==> config.mk <==
export PLATFORM = sky130hd
export DESIGN_NAME = exec_backend
export DESIGN_NICKNAME = d
export VERILOG_FILES = /design/src/alu_isa_pkg.sv /design/src/backend_types_pkg.sv /design/src/issue_dispatcher.sv /design/src/exec_lane.sv /design/src/reorder_buffer.sv /design/src/exec_backend.sv
export SDC_FILE = /design/constraint.sdc
export NUM_CORES = 2
export LEC_CHECK = 0
export ABC_AREA = 1
export BUFFER_PORTS_ARGS = -buffer_cell sky130_fd_sc_hd__clkbuf_2
export CAP_MARGIN = 20
export CORE_ASPECT_RATIO = 1.75
export CORE_MARGIN = 2
export CORE_UTILIZATION = 40
export DETAILED_ROUTE_END_ITERATION = 16
export MAX_ROUTING_LAYER = met4
export PLACE_DENSITY = 0.64
export SLEW_MARGIN = 20
export SYNTH_ARGS = -nofsm -noshare
export SYNTH_HDL_FRONTEND = slang
export SYNTH_HIERARCHICAL = 1
export SYNTH_SLANG_ARGS = --single-unit
export TNS_END_PERCENT = 30
==> constraint.sdc <==
create_clock -name clk_i -period 4.5 [get_ports clk_i]
set_input_delay 0.675 -clock clk_i [delete_from_list [all_inputs] [get_ports clk_i]]
set_output_delay 0.675 -clock clk_i [all_outputs]
set_load 0.02 [all_outputs]
==> src/alu_isa_pkg.sv <==
`default_nettype none

package alu_isa_pkg;

    // ========================================
    // Operand and register types
    // ========================================

    // Operands and results of every operation are one 32 bit word
    typedef logic [31:0] data_word_t;

    // Destination register number for the writeback port
    typedef logic [4:0] reg_idx_t;

    // ========================================
    // Operation set
    // ========================================

    // Shifts take their amount from the low 5 bits of operand B
    typedef enum logic [2:0] {
        OP_ADD = 3'd0,
        OP_SUB = 3'd1,
        OP_AND = 3'd2,
        OP_OR  = 3'd3,
        OP_XOR = 3'd4,
        OP_SLL = 3'd5,
        OP_SRL = 3'd6,
        OP_MUL = 3'd7
    } alu_op_e;

    // The multiplier retires 2 bits of operand B per iteration
    localparam int MUL_STEPS = 16;

endpackage : alu_isa_pkg

`default_nettype wire

==> src/backend_types_pkg.sv <==
`default_nettype none

package backend_types_pkg;

    import alu_isa_pkg::*;

    // Tag width allows a reorder buffer of up to 16 entries
    typedef logic [3:0] rob_tag_t;

    // ========================================
    // Wishbone write payload
    // ========================================

    typedef struct packed {
        alu_op_e    op;
        reg_idx_t   dest;
        data_word_t src_a;
        data_word_t src_b;
    } issue_op_t;

    // ========================================
    // Traffic between blocks
    // ========================================

    // Request from the dispatcher, valid for a single cycle
    typedef struct packed {
        logic      valid;
        rob_tag_t  tag;
        issue_op_t op;
    } lane_req_t;

    // Result from a lane, valid for a single cycle
    typedef struct packed {
        logic       valid;
        rob_tag_t   tag;
        reg_idx_t   dest;
        data_word_t result;
    } lane_result_t;

    // One slot of the reorder buffer
    typedef struct packed {
        logic       done;
        reg_idx_t   dest;
        data_word_t result;
    } rob_entry_t;

endpackage : backend_types_pkg

`default_nettype wire

==> src/issue_dispatcher.sv <==
`timescale 1ns/1ps
`default_nettype none

module issue_dispatcher
    import backend_types_pkg::*;
#(
    parameter int NUM_LANES = 3,
    parameter int ROB_DEPTH = 8
) (
    input  wire logic                       clk_i,
    input  wire logic                       rst_n_i,

    // Wishbone classic slave
    input  wire logic                       wb_cyc_i,
    input  wire logic                       wb_stb_i,
    input  wire issue_op_t                  wb_dat_i,
    output logic                            wb_ack_o,

    // Lane side
    input  wire logic [NUM_LANES-1:0]       lane_idle_i,
    output lane_req_t [NUM_LANES-1:0]       lane_req_o,

    // Reorder buffer side
    input  wire logic                       rob_full_i,
    output logic                            alloc_o
);

    localparam int IDX_W = $clog2(ROB_DEPTH);

    logic                 accept;
    logic [NUM_LANES-1:0] grant;
    logic                 ack_q;
    logic [NUM_LANES-1:0] req_valid_q;
    logic [IDX_W-1:0]     alloc_ptr_q;
    rob_tag_t             tag_q;
    issue_op_t            op_q;

    // Isolate the lowest set bit so the lowest numbered idle lane wins
    assign grant = lane_idle_i & ~(lane_idle_i - NUM_LANES'(1));

    // A transfer is taken only when a lane and a buffer slot are free
    // Blocking on ack_q keeps ack to one cycle per transfer
    assign accept = wb_cyc_i & wb_stb_i & (|lane_idle_i) & ~rob_full_i & ~ack_q;

    // ========================================
    // Handshake and allocation state
    // ========================================

    always_ff @(posedge clk_i) begin
        if (!rst_n_i) begin
            ack_q       <= 1'b0;
            req_valid_q <= '0;
            alloc_ptr_q <= '0;
        end else begin
            ack_q       <= accept;
            // Only the granted lane sees a valid request
            req_valid_q <= accept ? grant : '0;
            // The pointer wraps by itself since the depth is a power of two
            if (accept) begin
                alloc_ptr_q <= alloc_ptr_q + 1'b1;
            end
        end
    end

    // The operation and its tag are shared by all lanes
    always_ff @(posedge clk_i) begin
        if (accept) begin
            op_q  <= wb_dat_i;
            tag_q <= rob_tag_t'(alloc_ptr_q);
        end
    end

    always_comb begin
        for (int l = 0; l < NUM_LANES; l++) begin
            lane_req_o[l] = '{valid: req_valid_q[l], tag: tag_q, op: op_q};
        end
    end

    // The buffer counts one entry per acknowledged transfer
    assign wb_ack_o = ack_q;
    assign alloc_o  = ack_q;

endmodule : issue_dispatcher

`default_nettype wire

==> src/exec_lane.sv <==
`timescale 1ns/1ps
`default_nettype none

module exec_lane
    import alu_isa_pkg::*, backend_types_pkg::*;
(
    input  wire logic         clk_i,
    input  wire logic         rst_n_i,
    input  wire lane_req_t    req_i,
    output logic              idle_o,
    output lane_result_t      result_o
);

    localparam int STEP_W = $clog2(MUL_STEPS);

    typedef enum logic [1:0] {
        LANE_IDLE,
        LANE_MUL,
        LANE_DONE
    } lane_state_e;

    lane_state_e       state_q;
    logic [STEP_W-1:0] step_q;
    logic              start;
    logic              last_step;
    data_word_t        alu_result;
    data_word_t        partial;
    data_word_t        acc_q;
    data_word_t        mcand_q;
    data_word_t        mplier_q;
    rob_tag_t          tag_q;
    reg_idx_t          dest_q;

    // The dispatcher only targets an idle lane
    assign start     = (state_q == LANE_IDLE) && req_i.valid;
    assign last_step = (step_q == STEP_W'(MUL_STEPS - 1));

    // ========================================
    // Single cycle datapath
    // ========================================

    always_comb begin
        case (req_i.op.op)
            OP_ADD:  alu_result = req_i.op.src_a + req_i.op.src_b;
            OP_SUB:  alu_result = req_i.op.src_a - req_i.op.src_b;
            OP_AND:  alu_result = req_i.op.src_a & req_i.op.src_b;
            OP_OR:   alu_result = req_i.op.src_a | req_i.op.src_b;
            OP_XOR:  alu_result = req_i.op.src_a ^ req_i.op.src_b;
            OP_SLL:  alu_result = req_i.op.src_a << req_i.op.src_b[4:0];
            OP_SRL:  alu_result = req_i.op.src_a >> req_i.op.src_b[4:0];
            default: alu_result = '0;
        endcase
    end

    // Radix 4 step adds the multiplicand times the two low multiplier bits
    assign partial = (mplier_q[0] ? mcand_q : '0) + (mplier_q[1] ? {mcand_q[30:0], 1'b0} : '0);

    // ========================================
    // Lane control
    // ========================================

    always_ff @(posedge clk_i) begin
        if (!rst_n_i) begin
            state_q <= LANE_IDLE;
            step_q  <= '0;
        end else begin
            case (state_q)
                LANE_IDLE: begin
                    step_q <= '0;
                    if (start) begin
                        state_q <= (req_i.op.op == OP_MUL) ? LANE_MUL : LANE_DONE;
                    end
                end
                LANE_MUL: begin
                    step_q <= step_q + 1'b1;
                    if (last_step) begin
                        state_q <= LANE_DONE;
                    end
                end
                // The result is presented for one cycle
                default: state_q <= LANE_IDLE;
            endcase
        end
    end

    // Tag and destination stay put while the multiplier iterates
    always_ff @(posedge clk_i) begin
        if (start) begin
            tag_q    <= req_i.tag;
            dest_q   <= req_i.op.dest;
            mcand_q  <= req_i.op.src_a;
            mplier_q <= req_i.op.src_b;
            acc_q    <= (req_i.op.op == OP_MUL) ? '0 : alu_result;
        end else if (state_q == LANE_MUL) begin
            // Bits shifted past the top do not touch the low product word
            acc_q    <= acc_q + partial;
            mcand_q  <= mcand_q << 2;
            mplier_q <= mplier_q >> 2;
        end
    end

    assign idle_o   = (state_q == LANE_IDLE);
    assign result_o = '{valid: (state_q == LANE_DONE), tag: tag_q, dest: dest_q, result: acc_q};

endmodule : exec_lane

`default_nettype wire

==> src/reorder_buffer.sv <==
`timescale 1ns/1ps
`default_nettype none

module reorder_buffer
    import alu_isa_pkg::*, backend_types_pkg::*;
#(
    parameter int NUM_LANES = 3,
    parameter int ROB_DEPTH = 8
) (
    input  wire logic                        clk_i,
    input  wire logic                        rst_n_i,

    // Allocation from the dispatcher
    input  wire logic                        alloc_i,
    output logic                             rob_full_o,

    // Results from the lanes, in any order
    input  wire lane_result_t [NUM_LANES-1:0] lane_result_i,

    // In order register writeback
    output logic                             wb_valid_o,
    output reg_idx_t                         wb_reg_o,
    output data_word_t                       wb_data_o
);

    localparam int IDX_W = $clog2(ROB_DEPTH);

    rob_entry_t       entries [ROB_DEPTH];
    logic [IDX_W-1:0] head_q;
    logic [IDX_W:0]   count_q;
    logic             retire;
    logic             wb_valid_q;
    reg_idx_t         wb_reg_q;
    data_word_t       wb_data_q;

    // The head leaves as soon as its result has arrived
    assign retire = entries[head_q].done;

    // ========================================
    // Entry store
    // ========================================

    // Tags are unique so no two lanes ever write the same slot
    always_ff @(posedge clk_i) begin
        if (!rst_n_i) begin
            for (int i = 0; i < ROB_DEPTH; i++) begin
                entries[i].done <= 1'b0;
            end
        end else begin
            // A retired slot is free again until its tag comes back around
            if (retire) begin
                entries[head_q].done <= 1'b0;
            end
            for (int l = 0; l < NUM_LANES; l++) begin
                if (lane_result_i[l].valid) begin
                    entries[lane_result_i[l].tag[IDX_W-1:0]] <= '{
                        done:   1'b1,
                        dest:   lane_result_i[l].dest,
                        result: lane_result_i[l].result
                    };
                end
            end
        end
    end

    // ========================================
    // Head pointer and occupancy
    // ========================================

    always_ff @(posedge clk_i) begin
        if (!rst_n_i) begin
            head_q     <= '0;
            count_q    <= '0;
            wb_valid_q <= 1'b0;
        end else begin
            wb_valid_q <= retire;
            if (retire) begin
                head_q <= head_q + 1'b1;
            end
            // An allocation and a retirement in one cycle cancel out
            case ({alloc_i, retire})
                2'b10:   count_q <= count_q + 1'b1;
                2'b01:   count_q <= count_q - 1'b1;
                default: count_q <= count_q;
            endcase
        end
    end

    always_ff @(posedge clk_i) begin
        if (retire) begin
            wb_reg_q  <= entries[head_q].dest;
            wb_data_q <= entries[head_q].result;
        end
    end

    // Full stops the dispatcher from reusing a tag still in flight
    assign rob_full_o = (count_q == (IDX_W + 1)'(ROB_DEPTH));

    assign wb_valid_o = wb_valid_q;
    assign wb_reg_o   = wb_reg_q;
    assign wb_data_o  = wb_data_q;

endmodule : reorder_buffer

`default_nettype wire

==> src/exec_backend.sv <==
`timescale 1ns/1ps
`default_nettype none

module exec_backend
    import alu_isa_pkg::*, backend_types_pkg::*;
#(
    parameter int NUM_LANES = 3,
    parameter int ROB_DEPTH = 8
) (
    input  wire logic       clk_i,
    input  wire logic       rst_n_i,

    // Wishbone classic slave
    input  wire logic       wb_cyc_i,
    input  wire logic       wb_stb_i,
    input  wire issue_op_t  wb_dat_i,
    output logic            wb_ack_o,

    // Register writeback, one result per cycle at most
    output logic            wb_valid_o,
    output reg_idx_t        wb_reg_o,
    output data_word_t      wb_data_o
);

    lane_req_t    [NUM_LANES-1:0] lane_req;
    lane_result_t [NUM_LANES-1:0] lane_result;
    logic         [NUM_LANES-1:0] lane_idle;
    logic                         alloc;
    logic                         rob_full;

    // ========================================
    // Issue
    // ========================================

    issue_dispatcher #(
        .NUM_LANES (NUM_LANES),
        .ROB_DEPTH (ROB_DEPTH)
    ) u_dispatch (
        .clk_i       (clk_i),
        .rst_n_i     (rst_n_i),
        .wb_cyc_i    (wb_cyc_i),
        .wb_stb_i    (wb_stb_i),
        .wb_dat_i    (wb_dat_i),
        .wb_ack_o    (wb_ack_o),
        .lane_idle_i (lane_idle),
        .lane_req_o  (lane_req),
        .rob_full_i  (rob_full),
        .alloc_o     (alloc)
    );

    // Lanes run independently and may finish out of order
    for (genvar l = 0; l < NUM_LANES; l++) begin : g_lane
        exec_lane u_lane (
            .clk_i    (clk_i),
            .rst_n_i  (rst_n_i),
            .req_i    (lane_req[l]),
            .idle_o   (lane_idle[l]),
            .result_o (lane_result[l])
        );
    end

    // ========================================
    // In order retirement
    // ========================================

    reorder_buffer #(
        .NUM_LANES (NUM_LANES),
        .ROB_DEPTH (ROB_DEPTH)
    ) u_rob (
        .clk_i         (clk_i),
        .rst_n_i       (rst_n_i),
        .alloc_i       (alloc),
        .rob_full_o    (rob_full),
        .lane_result_i (lane_result),
        .wb_valid_o    (wb_valid_o),
        .wb_reg_o      (wb_reg_o),
        .wb_data_o     (wb_data_o)
    );

endmodule : exec_backend

`default_nettype wire

==> metrics.md <==
| Metric | Value |
|---|---|
| Ys Warns | 6 |
| Vias in the first global route | 71500 |
| Final design utilization | 0.434 |
| Syn nets | 10700 |
| CTS max path bufs | 3 |
| CTS root buf | clkbuf_16 |
| Row count | 204 |
| CTS tree | done |
| Design Power | 19.4 mW |
| Initial Util | 0.402 |
| Drt drc | 0 |
| CP Capture Type | register |
| Largest net degree at the start of global routing | 147 |
| Post-Synthesis Cells | 10200 |
| Critical path class | register to register |
| Mean Syn Cell Area | 6.98 um^2 |
| Clk sink count | 764 |
| Share of layout cells above drive strength 1 | 0.0773 |
| Layout area overhead | 7.92% |
| Slew Limit Fails | 0 |
| Worst Path Arrival | 4750 ps |
| Slew headroom | 0.190 |
| H-Tree Depth | 3 |
| Slew @ Worst Pin | 1210 ps |
| Worst ir drop on vdd | 0.000341 V |
| Commonest cells after routing, fill and taps aside | nand2_1, inv_1, nand3_1 |
| Worst endpoint required time | 4940 ps |
| MaxCap Viol Count | 0 |
| Final WL | 360 mm |
| HPWL after DPL | 278 mm |
| Die height | 561 um |
| Final period util | 0.957 |
| GRT Residual Overflow | 0 |
| Number of detailed-route iterations in the first pass | 9 |
| Global-route wire length before repair | 508 mm |
| Commonest non-fill, non-tap cell in the layout | nand2_1 |
| Die area | 181000 um^2 |
| Routed WL per cell | 29.1 um |
| I/O Buffers | 114 |
| Crit path launch type | register |
| CTS Buf Count | 83 |
| Post-cts hold buffer count | 0 |
| Avg Vias per Cell | 5.96 |
| Fin crit period | 4300 ps |
| RSZ-0062 raised after global routing | no |
| Die X | 322 um |
| First DRT Iteration DRCs | 8339 |
| Hold WC Path Type | input port to register |
| Routed Antenna Nets | 0 |
| Status | finished clean |
| GRT Util Overall | 0.403 |
| Synth Cell Area | 70800 um^2 |
| Setup TNS | 0 ps |
| Initial antenna violation count | 13 |
| CP Max Fanout | 35 |
| IO Pins | 115 |
| Fmax | 232 MHz |
| Clock Latency Late Sink | 710 ps |
| Post-CTS setup buffer count | 0 |
| LEAKAGE | 35.8 nW |
| CORE AREA | 176000 um^2 |
| Final Hold Fails | 0 |
| P per Cell Area | 254 nW/um^2 |
| Final setup viols | 0 |
| Routability cong. | 1.10 |
| Vias | 73600 |
| Fin Clk Skew | 28.6 ps |
| Reg clk slew, reported paths | 70 ps |
| Nets | 10600 |
## critical path, stage by stage, from the launching register on
cell and delay (ps):
edfxtp_1 520, buf_4 230, inv_6 60, buf_4 390
nand2_2 170, o21ai_0 420, buf_4 200, xor2_1 150
inv_1 80, ha_1 370, nand2_1 110, nand2_1 120
nand2_1 60, nand2_1 50, inv_1 40, nand2_1 190
nand2_1 80, nand2_1 180, nand2_1 110, nand2_1 70
nand2_1 50, nand3_1 60, nand2_1 100, nand2_1 130
nand2_1 50
## power by group
part           switching [mW]  internal, mW
Sequential              0.217          7.82
Combinational            2.91          1.13
Clock                    3.25          4.07
Total                    6.38          13.0
## sequential cells by signal (all words and copies together), names as in the netlist, named ones only
signal,flops
u_rob/entries,304
g_lane.u_lane/acc_q,96
g_lane.u_lane/mcand_q,96
g_lane.u_lane/mplier_q,96
u_dispatch/lane_req_o,72
u_rob/wb_data_o,32
g_lane.u_lane/dest_q,15
g_lane.u_lane/step_q,12
g_lane.u_lane/tag_q,9
g_lane.u_lane/state_q,6
u_rob/wb_reg_o,5
u_rob/count_q,4
u_dispatch/alloc_ptr_q,3
u_dispatch/req_valid_q,3
u_dispatch/tag_q,3
u_rob/head_q,3
u_dispatch/alloc_o,1
u_rob/wb_valid_o,1
## per-stage QoR
stage          setup slack [ps]  hold slack (ps)  cell area (um^2)  std cells
5_1_grt                    31.6              127             76400      12400
2_1_floorplan               810              435             70800      10200
4_1_cts                     263              101             76400      12300
3_3_place_gp                165              454             73600      12200
3_5_place_dp                264              458             73600      12200
6_report                    195              139             76500      12400
## cell type report
| type | count | area, um^2 |
|---|---|---|
| Sequential cell | 764 | 22500 |
| Clock buffer | 96 | 2160 |
| Timing Repair Buffer | 441 | 3440 |
| Clock inverter | 55 | 649 |
| Tap cell | 2266 | 2840 |
| Antenna cell | 16 | 40.0 |
| Fill cell | 18400 | 99700 |
| Multi-Input combinational cell | 7539 | 40400 |
| Inverter | 1177 | 4440 |
## routing by layer
metal | GRT usage | share of wire
met2 | 0.672 | 0.48
met4 | 0.366 | 0.12
met3 | 0.0506 | 0.066
met1 | 0.413 | 0.34
met5 | - | 0
## path summary, 6_finish.rpt
| path | endpoint | depth (start not counted) | slack [ps] | start |
|---|---|---|---|---|
| min reg2reg | u_rob/entries[3][37]$_SDFF_PP1_ | 2 | 470 | u_rob/entries[3][37]$_SDFF_PP1_ |
| min | u_dispatch/lane_req_o[61]$_DFFE_PP_ | 1 | 140 | wb_dat_i[61] |
| max reg2reg | g_lane[1].u_lane/acc_q[20]$_DFFE_PP_ | 24 | 200 | u_dispatch/lane_req_o[0]$_DFFE_PP_ |
| max | g_lane[1].u_lane/acc_q[20]$_DFFE_PP_ | 24 | 200 | u_dispatch/lane_req_o[0]$_DFFE_PP_ |
## repair_timing
item | CTS | global route
gates resized for setup | 0 | 2
endpoints found under the hold margin | 0 | 0
endpoints found under the setup margin | 0 | 3
No activity file was read; power rests on OpenSTA's default activity.
